`src/hw/rv_arch_pkg.sv`:
```
`default_nettype none

package rv_arch_pkg;

    // Machine word and CSR field widths
    localparam int unsigned XLEN       = 32;
    localparam int unsigned CSR_ADDR_W = 12;

    // One line per machine interrupt cause
    localparam int unsigned IRQ_W    = 32;
    localparam int unsigned IRQ_ID_W = 5;

    // Only the CSRs that decide interrupt enabling are snooped
    typedef enum logic [CSR_ADDR_W-1:0] {
        CSR_MSTATUS = 12'h300,
        CSR_MIE     = 12'h304
    } csr_addr_e;

    // Global machine interrupt enable inside mstatus
    localparam int unsigned MSTATUS_MIE_BIT = 3;

    // Return from debug mode
    localparam logic [XLEN-1:0] INSN_DRET = 32'h7b20_0073;

endpackage

`default_nettype wire

```
`src/hw/shadow_pipe_pkg.sv`:
```
`default_nettype none

package shadow_pipe_pkg;

    // IF, ID, EX and WB
    localparam int unsigned PIPE_DEPTH = 4;

    // Steps without commit needed before WB lines up with the core
    localparam int unsigned FILL_STEPS = PIPE_DEPTH - 1;
    localparam int unsigned FILL_CNT_W = 2;

    // Predicted instruction as delivered by the upstream model
    typedef struct packed {
        logic [rv_arch_pkg::XLEN-1:0]       order;
        logic [rv_arch_pkg::XLEN-1:0]       insn;
        logic                               csr_we;
        logic [rv_arch_pkg::CSR_ADDR_W-1:0] csr_addr;
        logic [rv_arch_pkg::XLEN-1:0]       csr_wdata;
        logic                               dbg_mode;
    } instr_rec_t;

    typedef struct packed {
        instr_rec_t rec;
        logic       valid;
    } stage_t;

    typedef enum logic {
        FILLING,
        RUNNING
    } fill_state_e;

endpackage

`default_nettype wire

```
`src/hw/stage_ctrl_if.sv`:
```
`timescale 1ns/1ps
`default_nettype none

interface stage_ctrl_if;

    // Steps IF to EX, held low while a debug entry stalls the front
    logic front_step;
    // Steps WB, follows the commit stream once the pipeline is full
    logic wb_step;
    logic flush;
    logic pipe_full;

    modport ctrl (output front_step, output wb_step, output flush, output pipe_full);

    modport pipe (input front_step, input wb_step, input flush);

    // Trackers watch the steps and block new takes while a flush is in flight
    modport mon (input wb_step, input flush, input pipe_full);

endinterface

`default_nettype wire

```
`src/hw/retire_pipe.sv`:
```
`timescale 1ns/1ps
`default_nettype none

module retire_pipe (
    input  logic                        clk,
    input  logic                        rst_n,
    stage_ctrl_if.pipe                  ctrl,
    input  shadow_pipe_pkg::instr_rec_t rec_i,
    input  logic                        rec_valid_i,
    output shadow_pipe_pkg::stage_t     ex_wb_o,
    output shadow_pipe_pkg::stage_t     wb_o,
    output logic                        retire_valid_o
);

    // Front stages are indexed IF = 0, ID = 1, EX = 2
    shadow_pipe_pkg::instr_rec_t              front_rec [shadow_pipe_pkg::PIPE_DEPTH-1];
    logic [shadow_pipe_pkg::PIPE_DEPTH-2:0]   front_vld;

    shadow_pipe_pkg::instr_rec_t wb_rec;
    logic                        wb_vld;
    logic                        retire_q;

    ////////////////////////////////////////
    // Record payload
    ////////////////////////////////////////

    // Payload moves on every step, a flush only drops the valid bits
    always_ff @(posedge clk) begin
        if (ctrl.front_step) begin
            front_rec[0] <= rec_i;
            for (int i = 1; i < shadow_pipe_pkg::PIPE_DEPTH - 1; i++) begin
                front_rec[i] <= front_rec[i-1];
            end
        end
        if (ctrl.wb_step) begin
            wb_rec <= front_rec[shadow_pipe_pkg::PIPE_DEPTH-2];
        end
    end

    ////////////////////////////////////////
    // Valid bits
    ////////////////////////////////////////

    always_ff @(posedge clk or negedge rst_n) begin
        if (!rst_n) begin
            front_vld <= '0;
            wb_vld    <= 1'b0;
            retire_q  <= 1'b0;
        end else begin
            // One pulse per valid record entering WB, never on a flush
            retire_q <= ctrl.wb_step && !ctrl.flush
                        && front_vld[shadow_pipe_pkg::PIPE_DEPTH-2];
            if (ctrl.flush) begin
                front_vld <= '0;
                wb_vld    <= 1'b0;
            end else begin
                if (ctrl.front_step) begin
                    front_vld <= {front_vld[shadow_pipe_pkg::PIPE_DEPTH-3:0], rec_valid_i};
                end
                // During a debug stall WB still takes what sits in EX
                if (ctrl.wb_step) begin
                    wb_vld <= front_vld[shadow_pipe_pkg::PIPE_DEPTH-2];
                end
            end
        end
    end

    assign ex_wb_o = '{
        rec:   front_rec[shadow_pipe_pkg::PIPE_DEPTH-2],
        valid: front_vld[shadow_pipe_pkg::PIPE_DEPTH-2]
    };

    assign wb_o = '{
        rec:   wb_rec,
        valid: wb_vld
    };

    assign retire_valid_o = retire_q;

endmodule

`default_nettype wire

```
`src/hw/irq_tracker.sv`:
```
`timescale 1ns/1ps
`default_nettype none

module irq_tracker (
    input  logic                             clk,
    input  logic                             rst_n,
    stage_ctrl_if.mon                        mon,
    input  shadow_pipe_pkg::stage_t          ex_wb_i,
    input  logic                             debug_mode_i,
    input  logic [rv_arch_pkg::IRQ_W-1:0]    irq_i,
    output logic                             irq_taken_o,
    output logic [rv_arch_pkg::IRQ_ID_W-1:0] irq_id_o
);

    logic                             csr_hit;
    logic                             mie_wr;
    logic                             mstatus_mie_set;
    logic [rv_arch_pkg::IRQ_W-1:0]    mie_q;
    logic                             irq_en_q;
    logic [rv_arch_pkg::IRQ_W-1:0]    irq_q;
    logic [rv_arch_pkg::IRQ_W-1:0]    irq_qq;
    logic [rv_arch_pkg::IRQ_W-1:0]    pending;
    logic                             take;
    logic [rv_arch_pkg::IRQ_ID_W-1:0] irq_id_d;
    logic                             irq_taken_q;
    logic [rv_arch_pkg::IRQ_ID_W-1:0] irq_id_q;

    ////////////////////////////////////////
    // CSR snooping
    ////////////////////////////////////////

    // CSR writes take effect when their record moves from EX into WB
    assign csr_hit = mon.wb_step && !mon.flush && ex_wb_i.valid && ex_wb_i.rec.csr_we;

    assign mie_wr          = csr_hit && (ex_wb_i.rec.csr_addr == rv_arch_pkg::CSR_MIE);
    assign mstatus_mie_set = csr_hit && (ex_wb_i.rec.csr_addr == rv_arch_pkg::CSR_MSTATUS)
                             && ex_wb_i.rec.csr_wdata[rv_arch_pkg::MSTATUS_MIE_BIT];

    always_ff @(posedge clk or negedge rst_n) begin
        if (!rst_n) begin
            mie_q    <= '0;
            irq_en_q <= 1'b0;
        end else begin
            if (mie_wr) begin
                mie_q <= ex_wb_i.rec.csr_wdata[rv_arch_pkg::IRQ_W-1:0];
            end
            // The trap handler entry clears mstatus.MIE on the core side
            if (mstatus_mie_set) begin
                irq_en_q <= 1'b1;
            end else if (irq_taken_q) begin
                irq_en_q <= 1'b0;
            end
        end
    end

    ////////////////////////////////////////
    // Interrupt decision
    ////////////////////////////////////////

    // Two cycles of delay so the take lands on the flushed boundary
    always_ff @(posedge clk or negedge rst_n) begin
        if (!rst_n) begin
            irq_q  <= '0;
            irq_qq <= '0;
        end else begin
            irq_q  <= irq_i;
            irq_qq <= irq_q;
        end
    end

    assign pending = irq_qq & mie_q;
    assign take    = irq_en_q && mon.pipe_full && !debug_mode_i && !mon.flush && (|pending);

    // Lowest pending line has priority
    always_comb begin
        irq_id_d = '0;
        for (int i = rv_arch_pkg::IRQ_W - 1; i >= 0; i--) begin
            if (pending[i]) begin
                irq_id_d = i[rv_arch_pkg::IRQ_ID_W-1:0];
            end
        end
    end

    always_ff @(posedge clk or negedge rst_n) begin
        if (!rst_n) begin
            irq_taken_q <= 1'b0;
            irq_id_q    <= '0;
        end else begin
            irq_taken_q <= take;
            if (take) begin
                irq_id_q <= irq_id_d;
            end
        end
    end

    assign irq_taken_o = irq_taken_q;
    assign irq_id_o    = irq_id_q;

endmodule

`default_nettype wire

```
`src/hw/debug_tracker.sv`:
```
`timescale 1ns/1ps
`default_nettype none

module debug_tracker (
    input  logic                    clk,
    input  logic                    rst_n,
    stage_ctrl_if.mon               mon,
    input  shadow_pipe_pkg::stage_t wb_i,
    input  logic                    debug_req_i,
    output logic                    debug_taken_o,
    output logic                    debug_mode_o
);

    logic debug_mode;
    logic debug_req_q;
    logic debug_taken_q;

    // The DRET record itself still reports dbg_mode, but debug mode
    // already ends with it
    assign debug_mode = wb_i.valid && wb_i.rec.dbg_mode
                        && (wb_i.rec.insn != rv_arch_pkg::INSN_DRET);

    always_ff @(posedge clk or negedge rst_n) begin
        if (!rst_n) begin
            debug_req_q   <= 1'b0;
            debug_taken_q <= 1'b0;
        end else begin
            debug_req_q <= debug_req_i;
            // No entry while filling, and one pulse per entry
            debug_taken_q <= debug_req_q && !debug_mode && mon.pipe_full
                             && !mon.flush && !debug_taken_q;
        end
    end

    assign debug_taken_o = debug_taken_q;
    assign debug_mode_o  = debug_mode;

endmodule

`default_nettype wire

```
`src/hw/step_flush_ctrl.sv`:
```
`timescale 1ns/1ps
`default_nettype none

module step_flush_ctrl (
    input  logic        clk,
    input  logic        rst_n,
    input  logic        commit_i,
    input  logic        irq_taken_i,
    input  logic        debug_taken_i,
    stage_ctrl_if.ctrl  ctrl
);

    shadow_pipe_pkg::fill_state_e             state_q;
    logic [shadow_pipe_pkg::FILL_CNT_W-1:0]   fill_cnt_q;
    logic                                     debug_taken_q;
    logic                                     flush;
    logic                                     wb_step;

    ////////////////////////////////////////
    // Fill and step
    ////////////////////////////////////////

    // The stages step on their own until the record for the next
    // commit sits in EX
    always_ff @(posedge clk or negedge rst_n) begin
        if (!rst_n) begin
            state_q    <= shadow_pipe_pkg::FILLING;
            fill_cnt_q <= '0;
        end else if (flush) begin
            state_q    <= shadow_pipe_pkg::FILLING;
            fill_cnt_q <= '0;
        end else if (state_q == shadow_pipe_pkg::FILLING) begin
            fill_cnt_q <= fill_cnt_q + 1'b1;
            if (int'(fill_cnt_q) == shadow_pipe_pkg::FILL_STEPS - 1) begin
                state_q <= shadow_pipe_pkg::RUNNING;
            end
        end
    end

    assign wb_step = (state_q == shadow_pipe_pkg::FILLING) ? 1'b1 : commit_i;

    ////////////////////////////////////////
    // Flush
    ////////////////////////////////////////

    // A debug entry first lets WB retire, the flush follows one cycle later
    always_ff @(posedge clk or negedge rst_n) begin
        if (!rst_n) begin
            debug_taken_q <= 1'b0;
        end else begin
            debug_taken_q <= debug_taken_i;
        end
    end

    assign flush = irq_taken_i || debug_taken_q;

    assign ctrl.wb_step    = wb_step;
    assign ctrl.front_step = wb_step && !debug_taken_i;
    assign ctrl.flush      = flush;
    assign ctrl.pipe_full  = (state_q == shadow_pipe_pkg::RUNNING);

endmodule

`default_nettype wire

```
`src/hw/retire_shadow_top.sv`:
```
`timescale 1ns/1ps
`default_nettype none

module retire_shadow_top (
    input  logic                             clk,
    input  logic                             rst_n,
    input  logic                             commit_i,
    input  shadow_pipe_pkg::instr_rec_t      rec_i,
    input  logic                             rec_valid_i,
    input  logic [rv_arch_pkg::IRQ_W-1:0]    irq_i,
    input  logic                             debug_req_i,
    output logic                             retire_valid_o,
    output shadow_pipe_pkg::instr_rec_t      retire_rec_o,
    output logic                             irq_taken_o,
    output logic [rv_arch_pkg::IRQ_ID_W-1:0] irq_id_o,
    output logic                             debug_taken_o
);

    shadow_pipe_pkg::stage_t ex_wb;
    shadow_pipe_pkg::stage_t wb;
    logic                    irq_taken;
    logic                    debug_taken;
    logic                    debug_mode;

    stage_ctrl_if stage_if ();

    step_flush_ctrl u_ctrl (
        .clk           (clk),
        .rst_n         (rst_n),
        .commit_i      (commit_i),
        .irq_taken_i   (irq_taken),
        .debug_taken_i (debug_taken),
        .ctrl          (stage_if.ctrl)
    );

    retire_pipe u_pipe (
        .clk            (clk),
        .rst_n          (rst_n),
        .ctrl           (stage_if.pipe),
        .rec_i          (rec_i),
        .rec_valid_i    (rec_valid_i),
        .ex_wb_o        (ex_wb),
        .wb_o           (wb),
        .retire_valid_o (retire_valid_o)
    );

    irq_tracker u_irq (
        .clk          (clk),
        .rst_n        (rst_n),
        .mon          (stage_if.mon),
        .ex_wb_i      (ex_wb),
        .debug_mode_i (debug_mode),
        .irq_i        (irq_i),
        .irq_taken_o  (irq_taken),
        .irq_id_o     (irq_id_o)
    );

    debug_tracker u_dbg (
        .clk           (clk),
        .rst_n         (rst_n),
        .mon           (stage_if.mon),
        .wb_i          (wb),
        .debug_req_i   (debug_req_i),
        .debug_taken_o (debug_taken),
        .debug_mode_o  (debug_mode)
    );

    // The retiring record is whatever sits in WB
    assign retire_rec_o  = wb.rec;
    assign irq_taken_o   = irq_taken;
    assign debug_taken_o = debug_taken;

endmodule

`default_nettype wire

```
`config.mk`:
```
export PLATFORM = sky130hd
export DESIGN_NAME = retire_shadow_top
export DESIGN_NICKNAME = d
export VERILOG_FILES = /design/src/hw/rv_arch_pkg.sv /design/src/hw/shadow_pipe_pkg.sv /design/src/hw/stage_ctrl_if.sv /design/src/hw/retire_pipe.sv /design/src/hw/irq_tracker.sv /design/src/hw/debug_tracker.sv /design/src/hw/step_flush_ctrl.sv /design/src/hw/retire_shadow_top.sv
export SDC_FILE = /design/constraint.sdc
export NUM_CORES = 1
export LEC_CHECK = 0
export ABC_CLOCK_PERIOD_IN_PS = 22600
export BUFFER_PORTS_ARGS = -buffer_cell sky130_fd_sc_hd__buf_2
export CAP_MARGIN = 0
export CORE_MARGIN = 2
export CORE_UTILIZATION = 50
export DETAILED_ROUTE_END_ITERATION = 8
export GPL_TIMING_DRIVEN = 0
export PLACE_DENSITY = 0.75
export SLEW_MARGIN = 20
export SYNTH_ARGS = -nofsm -noshare
export SYNTH_HDL_FRONTEND = slang
export SYNTH_SLANG_ARGS = --single-unit
```
`constraint.sdc`:
```
create_clock -name clk -period 22.6 [get_ports clk]
set_clock_uncertainty 0.2 [all_clocks]
set_input_delay 2.26 -clock clk [delete_from_list [all_inputs] [get_ports clk]]
set_output_delay 2.26 -clock clk [all_outputs]
set_load 0.02 [all_outputs]
```
==> summary.md <==
| Metric | Value |
|---|---|
| Die H | `191 um` |
| Worst slew margin | `0.554` |
| CP Cell Sequence | `buf_2, and2b_1, nor2_4, buf_16, buf_12, buf_16, buf_12, buf_16, buf_16` |
| Cell Rows | `68` |
| Drt pass-1 iters | `7` |
| First-pass GRT wire length | `43300 um` |
| Total Power | `3.17 mW` |
| Outcome | `finished, final reports clean` |
| Slowest CP cell | `nor2_4` |
| Clk_lat worst skew | `600 ps` |
| Synth-to-Final Area Change | `23.4%` |
| CTS tree | `built` |
| Vias in the first global route | `7770` |
| DP HPWL | `19500 um` |
| Final worst path period share | `0.191` |
| Synth Instances | `732` |
| WP data required | `22690 ps` |
| Post-cts resize count | `0` |
| Syn. warnings | `0` |
| Routed vias/inst | `4.90` |
| Die area | `36500 um^2` |
| Setup TNS | `0 ps` |
| Final instance area | `21600 um^2` |
| RSZ-0062 raised after global routing | `false` |
| Routability cong. | `0.798` |
| Worst-path clk slew | `60 ps` |
| Total via count in the routed design | `7690` |
| Largest net degree at the start of global routing | `80` |
| Post-synth ARST share | `0.206` |
| Power per Cell Area | `147 nW/um^2` |
| # port buffers | `264` |
| Worst EP arrival | `4410 ps` |
| Leakage | `8.66 nW` |
| Cell mode on critical path | `buf_16` |
| Worst hold path class | `reg2reg` |
| DRT antenna net count | `0` |
| Final setup viols | `0` |
| Crit. End Element | `flop` |
| Worst VDD drop | `0.000102 V` |
| Fmax | `0.232 GHz` |
| Sequential area share after synthesis | `0.918` |
| Wire length per cell | `18.5 um` |
| Synth Area per Inst | `23.9 um^2` |
| Clock sink count | `554` |
| CP max FO | `29` |
| DR DRC count | `0` |
| Initial antenna violation count | `8` |
| Final nets | `1215` |
| GR Util All Layers | `0.160` |
| Mapped cell area | `17500 um^2` |
| Core ar. | `34500 um^2` |
| Main flop type after synthesis | `edfxtp_1` |
| I/O Pins | `265` |
| Post-synth EDFFs | `440` |
| Slew Viols, Final | `0` |
| Post-layout min period | `4320 ps` |
| Delay-heaviest family, CP | `buffers and inverters` |
| Final hold vios | `0` |
| Area after DPL | `19800 um^2` |
| DRT Wirelength | `29100 um` |
| Register bit count reported by yosys | `554` |
| Startpoint Class | `input port` |
| Cts hold-fix bufs | `0` |
| Die Span X | `191 um` |
| Crit Path Category | `in2reg` |
| GRT overflow | `0` |
| Clock root cell | `clkbuf_16` |
| TritonCTS buffer count | `54` |
| Initial DRC Count | `432` |
| Slowest stage delay, CP | `550 ps` |
| Fraction of layout cells with a size suffix above 1 | `0.367` |
| Synth Net Count | `880` |
| Initial Utilization | `0.507` |
| Clock buffer depth | `3` |
| Max-Cap Viols | `0` |
| # H-tree levels | `2` |
| Synth cell types | `52` |
| Postcts setup bufs | `0` |
| CP Buf/Inv Count | `7` |
| Slew at the pin with the worst max-slew slack | `667 ps` |
## placed cells by master, fill, tap and decap left out, types with 2 or more instances in the layout
cell type,instances
a21oi_1,7
a22o_1,5
a22oi_1,16
a31oi_1,2
a32o_1,3
and3_1,2
and4b_1,2
buf_12,6
buf_16,9
buf_2,264
buf_6,4
bufinv_16,6
clkbuf_1,12
clkbuf_16,54
clkbuf_8,4
clkinv_1,8
clkinv_2,8
clkinv_4,2
clkinvlp_4,2
dfrtp_1,114
diode_2,4
edfxtp_1,440
inv_1,5
inv_6,3
mux2_2,2
mux2_4,32
mux2i_1,4
nand2_1,30
nand3_1,7
nand4_1,3
nor2_1,12
nor4_1,3
nor4b_1,2
o211ai_1,2
o21ai_0,4
o21bai_1,2
## kinds of logic after synthesis
| kind of cell | after synthesis | synth area share |
|---|---|---|
| buf+inv | 10 | 0.00350 |
| mux | 38 | 0.0310 |
| xor+xnor | 1 | 0.000501 |
| simple gates | 76 | 0.0232 |
| fa+ha+maj | 1 | 0.000715 |
| flops | 554 | 0.918 |
| compound gates | 52 | 0.0232 |
## area by class of cell
| cell class | count | area [um^2] |
|---|---|---|
| buffer | 4 | 38.8 |
| sequential | 554 | 16100 |
| fill | 2321 | 13000 |
| timing repair buffer | 279 | 1700 |
| antenna | 4 | 10.0 |
| clock buffer | 70 | 1450 |
| multi-input combinational | 168 | 1380 |
| inverter | 6 | 27.5 |
| tap | 455 | 569 |
| clock inverter | 30 | 350 |
## cell usage after synthesis (all sizes together) (2+ instances only)
library cell | instances | area, um^2
nor4 | 4 | 31.3
edfxtp | 440 | 13200
and4b | 2 | 20.0
a32o | 3 | 30.0
buf | 4 | 38.8
o21ai | 4 | 20.0
mux2i | 4 | 40.0
mux2 | 34 | 503
nand4 | 3 | 18.8
o21bai | 2 | 15.0
o211ai | 2 | 15.0
a22o | 5 | 43.8
inv | 6 | 22.5
nor2 | 14 | 55.1
and3 | 2 | 12.5
a22oi | 16 | 120
nand2 | 31 | 119
nor4b | 3 | 32.5
dfrtp | 114 | 2850
and4 | 2 | 20.0
a31oi | 2 | 12.5
a21oi | 7 | 35.0
nand3 | 7 | 35.0
## where the power goes
part | switching, mW | internal, mW | leakage, nW | total (mW)
sequential | 0.123 | 1.64 | 5.85 | 1.76
clock | 0.362 | 0.525 | 0.876 | 0.887
combinational | 0.361 | 0.157 | 1.93 | 0.518
total | 0.846 | 2.32 | 8.66 | 3.17
## per-stage QoR
stage	worst slack (ps)	std cells	util	hold WS, ps
final	18280	1570	0.625	142
after CTS	18250	1566	0.625	143
after detailed placement	17610	1466	0.573	135
after global placement	106	1451	0.561	134
after floorplan	4950	732	-	131
after global routing	18150	1568	0.625	152
## layer usage
layer  vias up  GRT usage  share of wire
li1       3565          -              -
met1      3787      0.195           0.39
met2       260      0.261           0.50
met3        68     0.0565          0.082
met4        10     0.0654          0.027
met5         -          0         0.0022
## worst paths after layout
check / from / endpoint / slack, ps / depth (start not counted)
setup / recovery: commit_i / u_pipe.front_rec[0][319]$_DFFE_PP_ / 18280 / 9
hold / removal: u_irq.irq_q[10]$_DFF_PN0_ / u_irq.irq_qq[10]$_DFF_PN0_ / 140 / 0
setup reg to reg: u_ctrl.ctrl.pipe_full$_DFF_PN0_ / u_pipe.front_rec[0][319]$_DFFE_PP_ / 19560 / 8
hold reg to reg: u_irq.irq_q[10]$_DFF_PN0_ / u_irq.irq_qq[10]$_DFF_PN0_ / 140 / 0
max in group asynchronous: rst_n / u_irq.irq_q[8]$_DFF_PN0_ / 20120 / 2
min in group asynchronous: rst_n / u_irq.irq_q[25]$_DFF_PN0_ / 1370 / 1
## state kept, by name, summed over array words and instances (netlist names)
name	cells
u_pipe.front_rec	330
u_pipe.wb_o	110
u_irq.irq_q	32
u_irq.irq_qq	32
u_irq.mie_q	32
u_irq.irq_id_o	5
u_pipe.front_vld	3
u_ctrl.fill_cnt_q	2
u_ctrl.ctrl.pipe_full	1
u_ctrl.debug_taken_q	1
u_dbg.debug_req_q	1
u_dbg.debug_taken_o	1
u_irq.irq_en_q	1
u_irq.irq_taken_o	1
u_pipe.retire_valid_o	1
u_pipe.wb_vld	1
No activity file was read; power rests on OpenSTA's default activity.
